**src/hdl/csr_pkg.sv**
```systemverilog
// shared CSR definitions; addresses follow the core's custom map, UART status is a constant
package csr_pkg;

  // csr instruction flavour, low two funct3 bits
  typedef enum logic [1:0] {
    csr_read = 2'b00,
    csr_rw   = 2'b01,
    csr_rs   = 2'b10,
    csr_rc   = 2'b11
  } csr_op_e;

  // counters
  localparam logic [11:0] addr_mcycle    = 12'hB00;
  localparam logic [11:0] addr_minstret  = 12'hB02;
  localparam logic [11:0] addr_mcycleh   = 12'hB80;
  localparam logic [11:0] addr_minstreth = 12'hB82;

  // uart
  localparam logic [11:0] addr_muartstat = 12'hFC0;
  localparam logic [11:0] addr_muarttx   = 12'h7C0;

  // accelerator window 0x7D0..0x7DF
  localparam logic [11:0] addr_mbfsstat  = 12'h7D0;
  localparam logic [11:0] addr_mbfsroot  = 12'h7D1;
  localparam logic [11:0] addr_mbfstarg  = 12'h7D2;
  localparam logic [11:0] addr_mbfsqbase = 12'h7D3;
  localparam logic [11:0] addr_mbfsqsize = 12'h7D4;

  // l2 request flag
  localparam logic [11:0] addr_ml2stat   = 12'h7E0;

  // uart status bits
  localparam logic [31:0] uart_rxempty = 32'h0000_0001;
  localparam logic [31:0] uart_txempty = 32'h0000_0004;

  // tx always drained, rx path absent
  localparam logic [31:0] uartstat_value = uart_txempty | uart_rxempty;

  // tag widths
  localparam int robid_w = 7;
  localparam int rd_w    = 6;

endpackage

```
**src/hdl/csr_req_fifo.sv**
```systemverilog
// in-order CSR request queue; a push while full is dropped, so the writer must watch full
`timescale 1ns/1ps

module csr_req_fifo #(
  parameter int FIFO_DEPTH = 4
) (
  input  logic                        clk,
  input  logic                        rst,
  input  logic                        push,
  input  csr_pkg::csr_op_e            push_op,
  input  logic [csr_pkg::robid_w-1:0] push_robid,
  input  logic [csr_pkg::rd_w-1:0]    push_rd,
  input  logic [31:0]                 push_op1,
  input  logic [11:0]                 push_addr,
  input  logic                        pop,
  output logic                        full,
  output logic                        head_valid,
  output csr_pkg::csr_op_e            head_op,
  output logic [csr_pkg::robid_w-1:0] head_robid,
  output logic [csr_pkg::rd_w-1:0]    head_rd,
  output logic [31:0]                 head_op1,
  output logic [11:0]                 head_addr
);
  import csr_pkg::*;

  localparam int PTR_W = (FIFO_DEPTH > 1) ? $clog2(FIFO_DEPTH) : 1;
  localparam int CNT_W = $clog2(FIFO_DEPTH + 1);

  csr_op_e            mem_op    [FIFO_DEPTH];
  logic [robid_w-1:0] mem_robid [FIFO_DEPTH];
  logic [rd_w-1:0]    mem_rd    [FIFO_DEPTH];
  logic [31:0]        mem_op1   [FIFO_DEPTH];
  logic [11:0]        mem_addr  [FIFO_DEPTH];

  logic [PTR_W-1:0] wr_ptr;
  logic [PTR_W-1:0] rd_ptr;
  logic [CNT_W-1:0] count;
  logic             do_push;
  logic             do_pop;

  assign full       = (count == CNT_W'(FIFO_DEPTH));
  assign head_valid = (count != '0);
  assign do_push    = push & ~full;
  assign do_pop     = pop & head_valid;

  // storage, no reset needed
  always_ff @(posedge clk) begin
    if (do_push) begin
      mem_op[wr_ptr]    <= push_op;
      mem_robid[wr_ptr] <= push_robid;
      mem_rd[wr_ptr]    <= push_rd;
      mem_op1[wr_ptr]   <= push_op1;
      mem_addr[wr_ptr]  <= push_addr;
    end
  end

  // depth need not be a power of two
  always_ff @(posedge clk) begin
    if (rst) begin
      wr_ptr <= '0;
      rd_ptr <= '0;
      count  <= '0;
    end else begin
      if (do_push)
        wr_ptr <= (wr_ptr == PTR_W'(FIFO_DEPTH - 1)) ? '0 : wr_ptr + 1'b1;
      if (do_pop)
        rd_ptr <= (rd_ptr == PTR_W'(FIFO_DEPTH - 1)) ? '0 : rd_ptr + 1'b1;
      if (do_push && !do_pop)
        count <= count + 1'b1;
      else if (do_pop && !do_push)
        count <= count - 1'b1;
    end
  end

  assign head_op    = mem_op[rd_ptr];
  assign head_robid = mem_robid[rd_ptr];
  assign head_rd    = mem_rd[rd_ptr];
  assign head_op1   = mem_op1[rd_ptr];
  assign head_addr  = mem_addr[rd_ptr];

endmodule

```
**src/hdl/csr_unit.sv**
```systemverilog
// single-stage CSR executor; no traps or flush, rs/rc into the accelerator window only flag an error
`timescale 1ns/1ps

module csr_unit (
  input  logic                        clk,
  input  logic                        rst,
  input  logic                        in_valid,
  input  csr_pkg::csr_op_e            in_op,
  input  logic [csr_pkg::robid_w-1:0] in_robid,
  input  logic [csr_pkg::rd_w-1:0]    in_rd,
  input  logic [31:0]                 in_op1,
  input  logic [11:0]                 in_addr,
  output logic                        stall,
  input  logic                        ret_valid,
  input  logic                        ret_csr,
  input  logic                        l2_req,
  output logic                        bfs_req,
  output logic [3:0]                  bfs_addr,
  output logic                        bfs_wen,
  output logic [31:0]                 bfs_wdata,
  input  logic                        bfs_rsp_valid,
  input  logic                        bfs_rsp_error,
  input  logic [31:0]                 bfs_rdata,
  output logic                        wb_valid,
  output logic                        wb_error,
  output logic [csr_pkg::robid_w-1:0] wb_robid,
  output logic [csr_pkg::rd_w-1:0]    wb_rd,
  output logic [31:0]                 wb_result,
  output logic                        uart_tx_valid,
  output logic [7:0]                  uart_tx_data
);
  import csr_pkg::*;

  // staged instruction
  logic               valid;
  csr_op_e            op;
  logic [robid_w-1:0] robid;
  logic [rd_w-1:0]    rd;
  logic [31:0]        op1;
  logic [11:0]        addr;

  // architectural state
  logic [63:0] cycle_cnt;
  logic [63:0] instret_cnt;
  logic [63:0] cycle_nxt;
  logic [63:0] instret_nxt;
  logic [7:0]  muarttx;

  // one-hot address select
  logic sel_mcycle;
  logic sel_mcycleh;
  logic sel_minstret;
  logic sel_minstreth;
  logic sel_muartstat;
  logic sel_muarttx;
  logic sel_bfs;
  logic sel_ml2stat;
  logic sel_none;

  logic [31:0] rd_value;
  logic [31:0] wdata;
  logic        wen;
  logic        commit_wen;
  logic        ro_space;
  logic        bfs_setclr;
  logic        bfs_req_r;
  logic        l2_stall;
  logic        l2_stall_r;
  logic        inc_instret;

  always_ff @(posedge clk) begin
    if (rst)
      valid <= 1'b0;
    else if (!stall)
      valid <= in_valid;
  end

  always_ff @(posedge clk) begin
    if (!stall && in_valid) begin
      op    <= in_op;
      robid <= in_robid;
      rd    <= in_rd;
      op1   <= in_op1;
      addr  <= in_addr;
    end
  end

  always_comb begin
    sel_mcycle    = 1'b0;
    sel_mcycleh   = 1'b0;
    sel_minstret  = 1'b0;
    sel_minstreth = 1'b0;
    sel_muartstat = 1'b0;
    sel_muarttx   = 1'b0;
    sel_bfs       = 1'b0;
    sel_ml2stat   = 1'b0;
    sel_none      = 1'b0;
    case (addr)
      addr_mcycle:    sel_mcycle = 1'b1;
      addr_mcycleh:   sel_mcycleh = 1'b1;
      addr_minstret:  sel_minstret = 1'b1;
      addr_minstreth: sel_minstreth = 1'b1;
      addr_muartstat: sel_muartstat = 1'b1;
      addr_muarttx:   sel_muarttx = 1'b1;
      addr_ml2stat:   sel_ml2stat = 1'b1;
      default: begin
        // whole 0x7D? page belongs to the accelerator
        if (addr[11:4] == addr_mbfsstat[11:4])
          sel_bfs = 1'b1;
        else
          sel_none = 1'b1;
      end
    endcase
  end

  always_comb begin
    case (1'b1)
      sel_mcycle:    rd_value = cycle_cnt[31:0];
      sel_mcycleh:   rd_value = cycle_cnt[63:32];
      sel_minstret:  rd_value = instret_cnt[31:0];
      sel_minstreth: rd_value = instret_cnt[63:32];
      sel_muartstat: rd_value = uartstat_value;
      sel_muarttx:   rd_value = {24'b0, muarttx};
      sel_bfs:       rd_value = bfs_rdata;
      sel_ml2stat:   rd_value = {31'b0, l2_req};
      default:       rd_value = 32'b0;
    endcase
  end

  // read-modify-write data
  always_comb begin
    case (op)
      csr_rw:  wdata = op1;
      csr_rs:  wdata = rd_value | op1;
      csr_rc:  wdata = rd_value & ~op1;
      default: wdata = 32'b0;
    endcase
  end

  assign wen        = valid & (op != csr_read);
  assign commit_wen = wen & ~stall;
  assign ro_space   = &addr[11:10];
  assign bfs_setclr = sel_bfs & ((op == csr_rs) | (op == csr_rc));

  // accelerator port, one request per staged instruction
  assign bfs_req   = valid & sel_bfs & ~bfs_setclr & ~bfs_req_r;
  assign bfs_addr  = addr[3:0];
  assign bfs_wen   = wen;
  assign bfs_wdata = op1;

  always_ff @(posedge clk) begin
    if (rst)
      bfs_req_r <= 1'b0;
    else
      bfs_req_r <= bfs_req;
  end

  // hold an ML2STAT write until the cycle after l2_req drops
  assign l2_stall = wen & sel_ml2stat & l2_req;

  always_ff @(posedge clk) begin
    if (rst || !l2_req)
      l2_stall_r <= 1'b0;
    else if (wen && sel_ml2stat)
      l2_stall_r <= 1'b1;
  end

  assign stall = bfs_req | l2_stall | l2_stall_r;

  assign wb_valid  = valid & ~stall;
  assign wb_robid  = robid;
  assign wb_rd     = rd;
  assign wb_result = rd_value;
  assign wb_error  = sel_none | (wen & ro_space) | bfs_setclr |
                     (bfs_req_r & (~bfs_rsp_valid | bfs_rsp_error));

  // retire of the write itself must not bump the new value
  assign inc_instret = ret_valid & ~(ret_csr & wen & sel_minstret);

  always_comb begin
    cycle_nxt   = cycle_cnt + 64'd1;
    instret_nxt = instret_cnt + {63'b0, inc_instret};
    if (commit_wen) begin
      if (sel_mcycle)
        cycle_nxt[31:0] = wdata;
      if (sel_mcycleh)
        cycle_nxt[63:32] = wdata;
      if (sel_minstret)
        instret_nxt[31:0] = wdata;
      if (sel_minstreth)
        instret_nxt[63:32] = wdata;
    end
  end

  always_ff @(posedge clk) begin
    if (rst) begin
      cycle_cnt   <= 64'b0;
      instret_cnt <= 64'b0;
    end else begin
      cycle_cnt   <= cycle_nxt;
      instret_cnt <= instret_nxt;
    end
  end

  always_ff @(posedge clk) begin
    if (rst)
      muarttx <= 8'b0;
    else if (commit_wen && sel_muarttx)
      muarttx <= wdata[7:0];
  end

  assign uart_tx_valid = commit_wen & sel_muarttx;
  assign uart_tx_data  = wdata[7:0];

endmodule

```
**src/hdl/bfs_csr_regs.sv**
```systemverilog
// BFS accelerator config block; answers each request exactly one cycle later, offsets 5-15 unmapped
`timescale 1ns/1ps

module bfs_csr_regs (
  input  logic        clk,
  input  logic        rst,
  input  logic        req,
  input  logic [3:0]  addr,
  input  logic        wen,
  input  logic [31:0] wdata,
  output logic        rsp_valid,
  output logic        rsp_error,
  output logic [31:0] rdata
);

  localparam logic [3:0] OFF_STAT  = 4'd0;
  localparam logic [3:0] OFF_ROOT  = 4'd1;
  localparam logic [3:0] OFF_TARG  = 4'd2;
  localparam logic [3:0] OFF_QBASE = 4'd3;
  localparam logic [3:0] OFF_QSIZE = 4'd4;

  logic [31:0] root;
  logic [31:0] targ;
  logic [31:0] qbase;
  logic [31:0] qsize;

  always_ff @(posedge clk) begin
    if (rst)
      rsp_valid <= 1'b0;
    else
      rsp_valid <= req;
  end

  // read data is the value before this access's write
  always_ff @(posedge clk) begin
    if (req) begin
      rsp_error <= 1'b0;
      case (addr)
        OFF_STAT: begin
          rdata     <= {31'b0, root != targ};
          rsp_error <= wen;
        end
        OFF_ROOT:  rdata <= root;
        OFF_TARG:  rdata <= targ;
        OFF_QBASE: rdata <= qbase;
        OFF_QSIZE: rdata <= qsize;
        default: begin
          rdata     <= 32'b0;
          rsp_error <= 1'b1;
        end
      endcase
    end
  end

  always_ff @(posedge clk) begin
    if (rst) begin
      root  <= 32'b0;
      targ  <= 32'b0;
      qbase <= 32'b0;
      qsize <= 32'b0;
    end else if (req && wen) begin
      case (addr)
        OFF_ROOT:  root <= wdata;
        OFF_TARG:  targ <= wdata;
        OFF_QBASE: qbase <= wdata;
        OFF_QSIZE: qsize <= wdata;
        default: ;
      endcase
    end
  end

endmodule

```
**src/hdl/csr_top.sv**
```systemverilog
// CSR subsystem top; rename must not assert req_valid while req_full is high
`timescale 1ns/1ps

module csr_top #(
  parameter int FIFO_DEPTH = 4
) (
  input  logic                        clk,
  input  logic                        rst,
  input  logic                        req_valid,
  input  csr_pkg::csr_op_e            req_op,
  input  logic [csr_pkg::robid_w-1:0] req_robid,
  input  logic [csr_pkg::rd_w-1:0]    req_rd,
  input  logic [31:0]                 req_op1,
  input  logic [31:0]                 req_imm,
  output logic                        req_full,
  input  logic                        rob_ret_valid,
  input  logic                        rob_ret_csr,
  input  logic                        l2_req,
  output logic                        wb_valid,
  output logic                        wb_error,
  output logic [csr_pkg::robid_w-1:0] wb_robid,
  output logic [csr_pkg::rd_w-1:0]    wb_rd,
  output logic [31:0]                 wb_result,
  output logic                        uart_tx_valid,
  output logic [7:0]                  uart_tx_data
);
  import csr_pkg::*;

  // queue head
  logic               q_valid;
  csr_op_e            q_op;
  logic [robid_w-1:0] q_robid;
  logic [rd_w-1:0]    q_rd;
  logic [31:0]        q_op1;
  logic [11:0]        q_addr;
  logic               csr_stall;

  // accelerator port
  logic        bfs_req;
  logic [3:0]  bfs_addr;
  logic        bfs_wen;
  logic [31:0] bfs_wdata;
  logic        bfs_rsp_valid;
  logic        bfs_rsp_error;
  logic [31:0] bfs_rdata;

  // only the csr address field of the immediate is kept
  csr_req_fifo #(
    .FIFO_DEPTH(FIFO_DEPTH)
  ) u_fifo (
    .clk        (clk),
    .rst        (rst),
    .push       (req_valid),
    .push_op    (req_op),
    .push_robid (req_robid),
    .push_rd    (req_rd),
    .push_op1   (req_op1),
    .push_addr  (req_imm[11:0]),
    .pop        (~csr_stall),
    .full       (req_full),
    .head_valid (q_valid),
    .head_op    (q_op),
    .head_robid (q_robid),
    .head_rd    (q_rd),
    .head_op1   (q_op1),
    .head_addr  (q_addr)
  );

  csr_unit u_csr (
    .clk           (clk),
    .rst           (rst),
    .in_valid      (q_valid),
    .in_op         (q_op),
    .in_robid      (q_robid),
    .in_rd         (q_rd),
    .in_op1        (q_op1),
    .in_addr       (q_addr),
    .stall         (csr_stall),
    .ret_valid     (rob_ret_valid),
    .ret_csr       (rob_ret_csr),
    .l2_req        (l2_req),
    .bfs_req       (bfs_req),
    .bfs_addr      (bfs_addr),
    .bfs_wen       (bfs_wen),
    .bfs_wdata     (bfs_wdata),
    .bfs_rsp_valid (bfs_rsp_valid),
    .bfs_rsp_error (bfs_rsp_error),
    .bfs_rdata     (bfs_rdata),
    .wb_valid      (wb_valid),
    .wb_error      (wb_error),
    .wb_robid      (wb_robid),
    .wb_rd         (wb_rd),
    .wb_result     (wb_result),
    .uart_tx_valid (uart_tx_valid),
    .uart_tx_data  (uart_tx_data)
  );

  bfs_csr_regs u_bfs_regs (
    .clk       (clk),
    .rst       (rst),
    .req       (bfs_req),
    .addr      (bfs_addr),
    .wen       (bfs_wen),
    .wdata     (bfs_wdata),
    .rsp_valid (bfs_rsp_valid),
    .rsp_error (bfs_rsp_error),
    .rdata     (bfs_rdata)
  );

endmodule

```
**config.mk**
```make
export PLATFORM = sky130hd
export DESIGN_NAME = csr_top
export DESIGN_NICKNAME = d
export VERILOG_FILES = /design/src/hdl/csr_pkg.sv /design/src/hdl/csr_req_fifo.sv /design/src/hdl/csr_unit.sv /design/src/hdl/bfs_csr_regs.sv /design/src/hdl/csr_top.sv
export SDC_FILE = /design/constraint.sdc
export NUM_CORES = 1
export LEC_CHECK = 0
export ABC_AREA = 1
export BUFFER_PORTS_ARGS = -buffer_cell sky130_fd_sc_hd__buf_4
export CELL_PAD_IN_SITES_DETAIL_PLACEMENT = 2
export CELL_PAD_IN_SITES_GLOBAL_PLACEMENT = 2
export CORE_ASPECT_RATIO = 1.75
export CORE_UTILIZATION = 38
export DETAILED_ROUTE_END_ITERATION = 10
export PLACE_DENSITY = 0.87
export RECOVER_POWER = 25
export SLEW_MARGIN = 20
export SYNTH_ARGS = -nofsm -noshare
export SYNTH_HDL_FRONTEND = slang
export SYNTH_SLANG_ARGS = --single-unit
export TNS_END_PERCENT = 10
```
**constraint.sdc**
```tcl
create_clock -name clk -period 5 [get_ports clk]
set_input_delay 0.25 -clock clk [delete_from_list [all_inputs] [get_ports clk]]
set_output_delay 0.25 -clock clk [all_outputs]
set_load 0.03 [all_outputs]
```
# Word level (Yosys, flattened, before mapping)
# Memories as Yosys holds them, arrays and structs flattened. A register that Yosys moved wholly into a read port is not among the register bits.
# Index checks and enable logic that the tools add are counted.
[word_totals]
reg_bits = 307
mem_bits_rw = 236
inputBits = 85
out_inout_bits = 57
wordCells = 133
mem_count = 5
[classes]
n_addsub = 6
eq_ne = 19
n_mux = 34
bitwise_logic = 32
n_reduce_logical = 22
[mem_list]
columns = ["memory", "words", "width", "read_ports", "rd_ports_with_merged_regs", "wr", "line_no", "source"]
rows = [
  ["u_fifo.mem_op1", 4, 32, 1, 1, 1, "csr_req_fifo.sv:32", "logic [31:0] mem_op1 [FIFO_DEPTH];"],
  ["u_fifo.mem_addr", 4, 12, 1, 1, 1, "csr_req_fifo.sv:33", "logic [11:0] mem_addr [FIFO_DEPTH];"],
  ["u_fifo.mem_robid", 4, 7, 1, 1, 1, "csr_req_fifo.sv:30", "logic [robid_w-1:0] mem_robid [FIFO_DEPTH];"],
  ["u_fifo.mem_rd", 4, 6, 1, 1, 1, "csr_req_fifo.sv:31", "logic [rd_w-1:0] mem_rd [FIFO_DEPTH];"],
  ["u_fifo.mem_op", 4, 2, 1, 1, 1, "csr_req_fifo.sv:29", "csr_op_e mem_op [FIFO_DEPTH];"],
]
[op_table]
columns = ["cell", "n"]
rows = [
  ["$mux W32", 11],
  ["$pmux W32 S5", 1],
  ["$mux W64", 2],
  ["$pmux W32 S3", 1],
  ["$add A64 B1 Y64", 1],
  ["$add A64 B1 Y64 const B", 1],
  ["$eq A12 B12 Y1 const B", 5],
  ["$and A32 B32 Y32", 1],
  ["$ne A32 B32 Y1", 1],
  ["$not A32 Y32", 1],
  ["$or A32 B32 Y32", 1],
  ["$eq A12 B11 Y1 const B", 2],
  ["$and A1 B1 Y1", 17],
  ["$mux W1", 14],
  ["$reduce_and A2 Y1", 5],
  ["$eq A2 B2 Y1 const B", 4],
  ["$eq A4 B2 Y1 const B", 2],
  ["$eq A8 B7 Y1 const B", 1],
  ["$or A1 B1 Y1", 7],
  ["$reduce_or A7 Y1", 1],
  ["$logic_and A1 B1 Y1", 6],
  ["$mux W3", 2],
  ["$not A1 Y1", 5],
  ["$add A2 B1 Y2 const B", 2],
  ["14 further kinds", 19],
]

# Depth between registers and ports, before layout
# Gate-level depths: netlist (run 1).
[depth]
depth_word = 14
depth_mapped = 20

# Modules after synthesis
# From an unflattened synthesis (run 1), not the netlist that was laid out.
[hier_totals]
hier_cells = 3470
hier_area_um2 = 29366.9
[by_module_without_submodules]
columns = ["module", "n_inst", "cells_per_inst", "area_each_um2", "seq_area_each_um2"]
rows = [
  ["csr_unit", 1, 1989, 12908.6, 4554.4],
  ["csr_req_fifo", 1, 640, 9217.6, 7267.0],
  ["bfs_csr_regs", 1, 840, 7236.9, 3573.4],
  ["csr_top", 1, 1, 3.8, 0.0],
]

# Least setup slack after synthesis (run 1)
# No wires, ideal clock.
[synth_path]
kind = "register -> register"
startpoint = "register u_fifo.count[0]"
endpoint = "memory u_fifo.mem_addr[0][0] (enable)"
setup_time_ps = 476
arrival_time_ps = 3341
required_ps = 4524
slack_ps = 1183
stages_incl_launch_ff = 5
synth_period_minus_slack_ps = 3817
path_cell_list = "dfxtp_1 > nor3_1 > nor2_1 > inv_1 > nor2_1"
[synth_between]
elab_chain_len = 5
[synth_rtl]
columns = ["element", "line_no", "source"]
rows = [
  ["start, declared", "csr_req_fifo.sv:37", "logic [CNT_W-1:0] count;"],
  ["start signal, assigned", "csr_req_fifo.sv:69", "count <= count + 1'b1;"],
  ["start signal, assigned", "csr_req_fifo.sv:71", "count <= count - 1'b1;"],
  ["$eq A3 B3 Y1", "csr_req_fifo.sv:41", "assign full = (count == CNT_W'(FIFO_DEPTH));"],
  ["net req_full", "csr_top.sv:15", "output logic req_full,"],
  ["$not A1 Y1", "csr_req_fifo.sv:43", "assign do_push = push & ~full;"],
  ["$and A1 B1 Y1", "csr_req_fifo.sv:43", ""],
  ["net u_fifo.do_push", "csr_req_fifo.sv:38", "logic do_push;"],
  ["$mux W1", "csr_req_fifo.sv:48", "if (do_push) begin"],
  ["$mux W1 (implied by the code)", "csr_req_fifo.sv:53", "mem_addr[wr_ptr] <= push_addr;"],
  ["end, declared", "csr_req_fifo.sv:33", ""],
]
# The timed path passes the listed nets, and every way through them passes these cells.

# Worst setup path after layout (run 1)
[layout_path]
startpoint = "register u_csr.addr[5] (read register of u_fifo.mem_addr)"
endpoint = "output uart_tx_data[6]"
[layout_between]
elab_chain_len = 12
elab_cells_between_ends = 27
classes_between = "eq/ne (8); mux (16); bitwise (2); reduce/logical (1)"
[layout_rtl]
columns = ["element", "line_no", "source"]
rows = [
  ["start, declared", "csr_unit.sv:40", "logic [11:0] addr;"],
  ["$eq A12 B12 Y1 (tied with other cells)", "csr_unit.sv:98", "case (addr)"],
  ["$reduce_or A7 Y1 (no source line) / $mux W1 (equally long branches)", "-", ""],
  ["$mux W1", "csr_unit.sv:98", ""],
  ["$mux W32 (6 in a row)", "csr_unit.sv:117", "case (1'b1)"],
  ["$mux W32 *", "csr_unit.sv:117", ""],
  ["$and A32 B32 Y32 / $or A32 B32 Y32 (equally long branches)", "csr_unit.sv:135, csr_unit.sv:134", ""],
  ["$pmux W32 S3 *", "csr_unit.sv:132", "case (op)"],
  ["end, declared", "csr_top.sv:25", "output logic [7:0] uart_tx_data"],
]
# Every way passes the cells marked *; elsewhere a longest branch is shown, timed or not.

==> reports/results.ini, run 1 <==
[yosys]
syn-num-nets = 3577
yosys.area.top_type = edfxtp_1
synth_cells = 3482
yosysWarningCount = 0
synthArstFlopShare_pct = 0
synth_top_area_share_pct = 34.10
syn_area_mm2 = 0.02889
ys_top_cells_by_area = edfxtp_1 34%, dfxtp_1 19%, nand2_1 7.9%, nor2_1 5.8%, o21ai_0 5.3%
postSynthAreaPerCell_um2 = 8.296
yosysUniqueCellTypes = 47
synthFlopType = edfxtp_1
synth_seq_cells = 602
synth_edf_count = 328
ys_seq_area_share_pct = 53.09

[power]
ir_drop_uv = 437.8
powerDensity_mw_per_mm2 = 448.5
p_leak_nw = 11.99

[drt]
vias = 27550
route.final.wire_length_um = 150200
first_pass_iters = 5
routed_via_density = 5.893
drc = 0
ant_nets = 0
dr.first_iter.drc_count = 1961
wl_per_cell_um = 32.12

[cells_and_area]
final_cell_mix = 610 x nand2_1, 444 x nor2_1, 388 x inv_1, 328 x edfxtp_1, 307 x o21ai_0
layout.area.seq_mm2 = 0.01534
multi_input_area_mm2 = 0.01142
final_layout_size_suffix_gt1_share_pct = 7.024
syn2layout_area_growth_pct = 14.34
finish.utilization_pct = 43.91
final_common_cell = nand2_1
fin_nets = 3705
fill_cells = 8323

[clock_network]
clk_pin_slew_worst_paths_ps = 70
cts_setup_buffers = 0
htree_num_levels = 2
clock_sinks = 602
cts_resized = 0
hold_buffers = 60
cts_tree = done
cts_inserted_buffers = 57
clk_path_buf_depth = 3
cts_root_buf = clkbuf_16
clock_latency_ps = 680

[critical_path]
path_depth = 12
r2r-start = u_csr.addr[0]$_DFFE_PP_
cp-end-kind = output pin
crit_chain = inv_1 -> nand2_2 -> nor2_1 -> nand2_1 -> nor2_4 -> nand2_4 -> inv_2 -> nand2_1 -> nand4_1 -> nand2_1 -> nand2_1 -> buf_4
start_kind = flip-flop
critical_path_peak_fanout = 34
criticalPathCategory = reg2out
crit_start = u_csr.addr[5]$_DFFE_PP_
cpMostUsedCell = nand2_1
required_ps = 4750
path_delay_family = simple AND/OR/NAND/NOR gates
cp.arrival_ps = 4040
ff2ff_path_depth = 19
critPathSlowestCell = inv_2
path_buf_inv = 3
crit_path_max_incr_delay_ps = 600

[hold_path]
hold_start = rst
hold_depth = 2
hold_path_class = in2reg

[floorplanning]
die_height_um = 366.7
io_pins = 142
floorplan.initialDensity_pct = 38.40
row_count = 133
core_area_mm2 = 0.07522
die-area_mm2 = 0.07717
dieWidth_um = 210.4

[sta]
skew_ps = 35.23
maxSlewHeadroom_pct = 19.27
tightest_slew_ps = 1202
fin_crit_sh_pct = 85.85
timing.fmax_mhz = 233.0
hold_violations = 0
drv_slew = 0
rsz0062_at_grt = false
setup_viol = 0
period_needed_ps = 4293
fin_setup_tns_ps = 0

[global_route]
grt_usage_pct = 38.51
grt_pass1_vias = 30170
antenna_found_initial = 4
grt_overflow = 0
grt_max_degree = 106
grt_pass1_wl_um = 214000

[outcome]
outcome = complete, no violations

[place]
globalplace.congestion = 1.030
dp_hpwl_um = 98330
port_buffers = 121

[run]
cap_violations = 0

## flip-flops by register name (all words and copies together), names as in the netlist, 32 cells and up
name	count
u_bfs_regs.qbase	32
u_bfs_regs.targ	32
u_csr.cycle_cnt	64
u_csr.instret_cnt	64
u_bfs_regs.root	32
u_csr.bfs_wdata	32
u_bfs_regs.qsize	32
u_bfs_regs.rdata	32
u_fifo.mem_op1	128
u_fifo.mem_addr	48
## stage by stage
step           cells  cell area, µm²  total power [mW]  hold WS (ps)  setup slack, ps
2_1_floorplan   3482           28890             8.118         348.9             1183
3_3_place_gp    4503           30740             9.432         431.9             1320
3_5_place_dp    4503           30740             9.731         441.5             1154
4_1_cts         4671           33270             14.47         32.64            907.9
5_1_grt         4672           33020             15.10         64.52            620.7
6_report        4675           33030             14.81         56.36            707.3
## cells by family after synthesis
family,Yosys count,share of synthesized area (%)
AND/OR/NAND/NOR,1563,23.71
XOR/XNOR,101,3.062
buffers and inverters,554,7.554
flip-flops,602,53.09
adder cells (fa/ha/maj),10,0.4591
AO/OA/AOI/OAI,652,12.13
## synthesized netlist by cell type, types with 20 or more instances
master	number
inv_1	392
nand3_1	303
nand2_1	610
o21a_1	20
nand4_1	57
clkbuf_1	80
o21ai_1	26
xnor2_1	31
a21oi_1	193
edfxtp_1	328
o22ai_1	78
dfxtp_1	274
o21ai_0	307
buf_2	48
nor3_1	64
nor2_1	449
xor2_1	70
## worst paths after layout
path | end | slack [ps]
setup / recovery | uart_tx_data[6] | 710
hold / removal | u_fifo.count[0]$_SDFFE_PP0P_ | 60
setup reg to reg | u_csr.instret_cnt[44]$_SDFF_PP0_ | 850
hold reg to reg | u_bfs_regs.qbase[17]$_SDFFE_PP0P_ | 450
## worst reg2reg max path: cells and delay by family, from the launching register on
family	cells	cell delay [ps]
simple gates	13	2460
fa+ha+maj	2	520
buf+inv	3	480
flops	1	440
compound gates	1	130
## cell type report
cell class | count | area share, %
well taps | 1012 | 3.834
repair buffers | 215 | 4.633
diodes | 4 | 0.03031
clock buffers | 74 | 4.758
inverters | 408 | 4.656
flip-flops and latches | 602 | 46.44
multi-input cells | 2326 | 34.57
clock inverters | 34 | 1.072
## layer usage
layer | part of all wire, % | up-vias | track usage, % | wire length (µm)
li1 | - | 11920 | - | -
met1 | 34 | 13940 | 38.48 | 50630
met2 | 51 | 1175 | 69.40 | 77280
met3 | 5.2 | 515 | 6.558 | 7794
met4 | 9.6 | 0 | 31.42 | 14450
met5 | 0 | - | 0 | 0
## power by group
part / leakage, nW / total [mW] / internal [mW] / switching [mW]
Sequential: 5.34 / 6.64 / 5.90 / 0.735
Clock: 0.927 / 4.73 / 2.50 / 2.24
Combinational: 5.73 / 3.44 / 0.694 / 2.75
Power figures use the tool's default switching activity.
==> run 2, diff against run 1 <==
Settings changed: CORE_UTILIZATION 38 to 37, PLACE_DENSITY 0.87 to 0.85.
==> run 2 against run 1 <==
Against the previous run: final cell count rose by 0.28%; largest power group unchanged; maximum frequency rose by 3.2%; via count fell by 1.8%; utilization fell by 1.3 points; routed wire length fell by 3.1%; global-route usage fell by 1.3 points; highest routed layer is now met5; sequential share of layout area rose by 0.085 points; cell area fell by 0.18%; setup slack improved by 130 ps; clock skew barely moved.
==> reports/results.ini, run 2 (synthesis gave the netlist of run 1 again) <==
[sta]
holdWs_ps = 38.23  ; was 56.36 ps
hold_violations = 0  ; unchanged
fin_crit_sh_pct = 83.23  ; was 85.85%
drv_slew = 0  ; unchanged
maxSlewHeadroom_pct = 20.42  ; was 19.27%
setup_viol = 0  ; unchanged
skew_ps = 34.85  ; was 35.23 ps
fin_setup_tns_ps = 0  ; unchanged
period_needed_ps = 4161  ; was 4293 ps
tightest_slew_ps = 1185  ; was 1202 ps
rsz0062_at_grt = false  ; unchanged
timing.fmax_mhz = 240.3  ; was 233.0 MHz

[floorplanning]
dieWidth_um = 213.2  ; was 210.4 µm
die-area_mm2 = 0.07924  ; was 0.07717 mm²
core_area_mm2 = 0.07736  ; was 0.07522 mm²
die_height_um = 371.6  ; was 366.7 µm
io_pins = 142  ; unchanged
floorplan.initialDensity_pct = 37.34  ; was 38.40%
row_count = 135  ; was 133

[drt]
drc = 0  ; unchanged
ant_nets = 0  ; unchanged
wl_per_cell_um = 31.04  ; was 32.12 µm
route.final.wire_length_um = 145500  ; was 150200 µm
vias = 27050  ; was 27550
routed_via_density = 5.770  ; was 5.893
dr.first_iter.drc_count = 1787  ; was 1961
first_pass_iters = 5  ; unchanged

[global_route]
grt_overflow = 0  ; unchanged
antenna_found_initial = 6  ; was 4
grt_usage_pct = 37.24  ; was 38.51%
grt_pass1_vias = 29780  ; was 30170
grt_pass1_wl_um = 210900  ; was 214000 µm
grt_max_degree = 120  ; was 106

[cells_and_area]
fill_cells = 8695  ; was 8323
n_antenna_cell = 0  ; was 4
final_cell_mix = 610 x nand2_1, 444 x nor2_1, 388 x inv_1, 328 x edfxtp_1, 307 x o21ai_0  ; unchanged
final_common_cell = nand2_1  ; unchanged
fin_nets = 3710  ; was 3705
final_layout_size_suffix_gt1_share_pct = 7.293  ; was 7.024%
largest_reg_flops = 128  ; unchanged
reg.largest.list = u_fifo.mem_op1 x128, u_csr.cycle_cnt x64, u_csr.instret_cnt x64  ; unchanged
syn2layout_area_growth_pct = 14.13  ; was 14.34%
largest_register = u_fifo.mem_op1  ; unchanged

[place]
globalplace.congestion = 1.022  ; was 1.030
dp_hpwl_um = 97110  ; was 98330 µm
port_buffers = 121  ; unchanged

[clock_network]
clk_pin_slew_worst_paths_ps = 80  ; was 70 ps
clock_latency_ps = 680  ; about the same
cts_root_buf = clkbuf_16  ; unchanged
clock_sinks = 602  ; unchanged
cts_inserted_buffers = 56  ; was 57
clk_path_buf_depth = 3  ; unchanged
cts_tree = done  ; unchanged
htree_num_levels = 2  ; unchanged

[critical_path]
start_kind = flip-flop  ; unchanged
cp-end-kind = output pin  ; unchanged
critPathSlowestCell = edfxtp_1  ; was inv_2
crit_chain = nand2_2 -> nor2_4 -> inv_2 -> nor2_4 -> nand2_4 -> inv_2 -> buf_4 -> nand2_1 -> nand4_1 -> nand2_1 -> nand2_1 -> buf_4  ; was inv_1 -> nand2_2 -> nor2_1 -> nand2_1 -> nor2_4 -> nand2_4 -> inv_2 -> nand2_1 -> nand4_1 -> nand2_1 -> nand2_1 -> buf_4
critical_path_peak_fanout = 32  ; was 34
required_ps = 4750  ; about the same
criticalPathCategory = reg2out  ; unchanged
path_delay_family = simple AND/OR/NAND/NOR gates  ; unchanged
path_buf_inv = 4  ; was 3
crit_path_max_incr_delay_ps = 450  ; was 600 ps
cp.arrival_ps = 3910  ; was 4040 ps
cpMostUsedCell = nand2_1  ; unchanged

[power]
p_leak_nw = 11.96  ; was 11.99 nW
powerDensity_mw_per_mm2 = 439.7  ; was 448.5 mW/mm²
ir_drop_uv = 413.3  ; was 437.8 µV

[hold_path]
hold_path_class = in2reg  ; unchanged

[run]
cap_violations = 0  ; unchanged

[outcome]
outcome = complete, no violations  ; unchanged

## run 2: changes by cell type in the layout (fill, tap and decap cells not counted), sizes merged
cell and delta:
clkbuf -10, buf +5, diode -4, clkinvlp +3, inv +3, clkinv +2, bufinv -1
## run 2: worst paths after layout
kind	from	endpoint	slack, ps	depth (start not counted)
hold reg to reg	u_bfs_regs.qbase[12]$_SDFFE_PP0P_	u_bfs_regs.qbase[12]$_SDFFE_PP0P_	450	2
setup / recovery	u_csr.addr[9]$_DFFE_PP_	uart_tx_data[1]	840	12
hold / removal	rst	u_fifo.count[0]$_SDFFE_PP0P_	40	2
setup reg to reg	u_csr.addr[0]$_DFFE_PP_	u_csr.instret_cnt[44]$_SDFF_PP0_	840	19
## run 2: routing by layer
metal	vias to the layer above	GRT usage (%)	routed length (µm)
met5	-	0	71
met4	10	31.77	14430
met3	474	7.373	7328
met2	937	66.19	74110
met1	13700	36.74	49590
li1	11930	-	-
## run 2: where the power goes
part           switching, mW  leakage, nW  internal [mW]
registers              0.687         5.34           5.90
clock network           2.23        0.868           2.29
logic                   2.70         5.75          0.676
total                   5.62         12.0           8.87
## run 2: worst register-to-register path, delay by kind of cell (launching register included)
kind	cells	cell delay, ps
flip-flops	1	410
adder cells (fa/ha/maj)	2	670
AO/OA/AOI/OAI	1	110
AND/OR/NAND/NOR	13	2350
buffers and inverters	3	460
## run 2: through the flow
stage	instances	power, mW	setup slack, ps	util (%)	instance area (µm²)
2_1_floorplan	3482	8.118	1183	-	28890
3_3_place_gp	4522	9.439	1282	39.79	30780
3_5_place_dp	4522	9.709	1087	39.79	30780
4_1_cts	4686	14.30	912.6	42.90	33190
5_1_grt	4688	14.83	738.0	42.62	32970
6_report	4688	14.50	838.6	42.62	32970
## run 2: cell type report
type                    count  area [µm²]  share of cell area [%]
flip-flops and latches    602       15340                   46.53
clock inverters            41       381.6                   1.157
inverters                 408        1538                   4.664
clock buffers              63        1428                   4.330
multi-input cells        2326       11430                   34.68
repair buffers            221        1563                   4.740
well taps                1027        1285                   3.898
## run 2: what timing repair did
item                      CTS  global route
gates resized for setup     0             0
setup buffers               0             0
hold buffers               60             0
hold endpoints to repair  237             0
==> run 3, diff against run 2 <==
Settings changed: CORE_UTILIZATION 37 to 34, PLACE_DENSITY 0.85 to 0.83.
Clock period 5 ns to 3.65 ns, I/O delays scaled along.
==> run 3 against run 2 <==
Against the previous run: global-route usage shrank 4.0 points; critical path depth grew 2; cell area grew 2.7%; first-iteration DRC count shrank 15%; total power grew 44%; critical path type unchanged; largest cell class unchanged.
==> reports/results.ini, run 3 (synthesis gave the netlist of run 1 again) <==
[outcome]
outcome = complete, no violations  ; unchanged

[sta]
timing.fmax_mhz = 275.6
skew_ps = 60.51  ; was 34.85 ps
fin_crit_sh_pct = 99.42
drv_slew = 0  ; unchanged
setup_viol = 0  ; unchanged
period_needed_ps = 3629
fin_setup_tns_ps = 0  ; unchanged
hold_violations = 0  ; unchanged
maxSlewHeadroom_pct = 34.97  ; was 20.42%
holdWs_ps = 147.6  ; was 38.23 ps
rsz0062_at_grt = true  ; was false
tightest_slew_ps = 968.0  ; was 1185 ps

[critical_path]
critical_path_peak_fanout = 6  ; was 32
start_kind = flip-flop  ; unchanged
required_ps = 3470  ; was 4750 ps
crit_chain = inv_1 -> nand2_2 -> nor2_1 -> nand2_1 -> nor3_1 -> nand2_1 -> nand2_1 -> nand2_1 -> nand2_1 -> nand2_1 -> buf_4 -> nand2_1 -> nand2_1 -> buf_4  ; was nand2_2 -> nor2_4 -> inv_2 -> nor2_4 -> nand2_4 -> inv_2 -> buf_4 -> nand2_1 -> nand4_1 -> nand2_1 -> nand2_1 -> buf_4
cpMostUsedCell = nand2_1  ; unchanged
critPathSlowestCell = nor3_1  ; was edfxtp_1
crit_path_max_incr_delay_ps = 470  ; was 450 ps
cp.arrival_ps = 3450  ; was 3910 ps
criticalPathCategory = reg2out  ; unchanged
cp-end-kind = output pin  ; unchanged

[clock_network]
htree_num_levels = 2  ; unchanged
cts_setup_buffers = 0  ; unchanged
cts_tree = done  ; unchanged
clock_sinks = 602  ; unchanged
clock_latency_ps = 700  ; was 680 ps
cts_inserted_buffers = 60  ; was 56
clk_path_buf_depth = 3  ; unchanged
clk_pin_slew_worst_paths_ps = 80  ; about the same
cts_root_buf = clkbuf_16  ; unchanged

[global_route]
grt_max_degree = 89  ; was 120
antenna_found_initial = 6  ; unchanged
grt_pass1_vias = 29890  ; was 29780
grt_overflow = 0  ; unchanged
grt_pass1_wl_um = 208500  ; was 210900 µm
grt_usage_pct = 33.22  ; was 37.24%

[cells_and_area]
syn2layout_area_growth_pct = 17.16  ; was 14.13%
final_cell_mix = 606 x nand2_1, 444 x nor2_1, 388 x inv_1, 328 x edfxtp_1, 307 x o21ai_0  ; was 610 x nand2_1, 444 x nor2_1, 388 x inv_1, 328 x edfxtp_1, 307 x o21ai_0
final_layout_size_suffix_gt1_share_pct = 8.625  ; was 7.293%
finalInstanceArea_mm2 = 0.03384  ; was 0.03297 mm²
fin_nets = 3754  ; was 3710
reg.largest.list = u_fifo.mem_op1 x128, u_csr.cycle_cnt x64, u_csr.instret_cnt x64  ; unchanged
largest_reg_flops = 128  ; unchanged
finish.utilization_pct = 40.13  ; was 42.62%
final_common_cell = nand2_1  ; unchanged
largest_register = u_fifo.mem_op1  ; unchanged

[place]
port_buffers = 121  ; unchanged
dp_hpwl_um = 99650  ; was 97110 µm
placed_cell_area_mm2 = 0.03125  ; was 0.03078 mm²
globalplace.congestion = 1.032  ; was 1.022

[power]
power_frac_clock_pct = 34.4  ; was 31.2%
total_power_mw = 20.87  ; was 14.50 mW
powerDensity_mw_per_mm2 = 616.7  ; was 439.7 mW/mm²
p_seq_share_pct = 42.8  ; was 45.5%
combPwrFrac_pct = 22.8  ; was 23.3%
ir_drop_uv = 583.8  ; was 413.3 µV
intPower_mw = 13.08  ; was 8.872 mW
swShare_pct = 37.34  ; was 38.80%
p_leak_nw = 12.40  ; was 11.96 nW
switching_power_mw = 7.793  ; was 5.624 mW

[drt]
dr.first_iter.drc_count = 1525  ; was 1787
routed_via_density = 5.633  ; was 5.770
wl_per_cell_um = 30.06  ; was 31.04 µm
route.final.wire_length_um = 143800  ; was 145500 µm
vias = 26950  ; was 27050
drc = 0  ; unchanged
ant_nets = 0  ; unchanged
first_pass_iters = 5  ; unchanged

[run]
cap_violations = 0  ; unchanged

[floorplanning]
die-area_mm2 = 0.08617  ; was 0.07924 mm²
io_pins = 142  ; unchanged
dieWidth_um = 222.3  ; was 213.2 µm
die_height_um = 387.6  ; was 371.6 µm
floorplan.initialDensity_pct = 34.25  ; was 37.34%
row_count = 141  ; was 135
core_area_mm2 = 0.08433  ; was 0.07736 mm²

[hold_path]
hold_path_class = in2reg  ; unchanged

## run 3: cell types whose count changed in the layout (fill, tap and decap cells not counted), sizes merged
cell,change
buf,+39
bufinv,+8
clkbuf,+7
clkinv,-6
clkinvlp,-3
dlygate4sd3,+2
inv,+2
diode,+1
## run 3: power groups by stage
stage | Clock (mW) | Combinational [mW] | Sequential [mW]
3_3_place_gp | 0 | 4.22 | 8.87
3_5_place_dp | 0 | 4.48 | 8.96
2_1_floorplan | 0 | 2.39 | 8.73
4_1_cts | 7.15 | 4.68 | 8.85
5_1_grt | 7.46 | 5.03 | 8.96
6_report | 7.18 | 4.77 | 8.92
## run 3: cell type report
type / instances / area [µm²]
fillers: 9393 / 50480
flip-flops and latches: 602 / 15340
multi-input cells: 2326 / 11460
repair buffers: 261 / 1988
clock buffers: 71 / 1563
inverters: 408 / 1538
well taps: 1072 / 1341
clock inverters: 42 / 610.6
diodes: 1 / 2.502
## run 3: per-stage QoR
| stage | instances | worst slack [ps] |
|---|---|---|
| 5_1_grt | 4782 | -155.3 |
| 6_report | 4783 | 20.99 |
| 2_1_floorplan | 3482 | -166.9 |
| 3_5_place_dp | 4607 | 234.7 |
| 4_1_cts | 4782 | 26.70 |
| 3_3_place_gp | 4607 | 334.1 |
## run 3: critical path: cells and delay by family, from the launching register on
family | cells | cell delay [ps]
DFF | 1 | 460
and+or+nand+nor | 11 | 1770
buffers and inverters | 3 | 510
## run 3: worst paths after layout
check	startpoint	to	slack, ps	cells past startpoint
max	u_csr.addr[5]$_DFFE_PP_	uart_tx_data[5]	20	14
min	rob_ret_valid	u_csr.instret_cnt[0]$_SDFF_PP0_	150	7
max reg2reg	u_csr.addr[0]$_DFFE_PP_	u_csr.instret_cnt[32]$_SDFF_PP0_	90	18
min reg2reg	u_bfs_regs.qbase[23]$_SDFFE_PP0P_	u_bfs_regs.qbase[23]$_SDFFE_PP0P_	450	2
## run 3: layer usage
layer	global-route usage [%]	wire length [µm]	part of all wire (%)
met4	24.83	12280	8.5
met5	0	29	0.020
met3	4.122	5503	3.8
met1	33.38	49690	35
met2	62.07	76260	53
## run 3: what timing repair did
action	CTS	global route
setup endpoints to repair	2	9
gates resized for setup	2	9
hold buffers	62	0
endpoints found under the hold margin	239	0
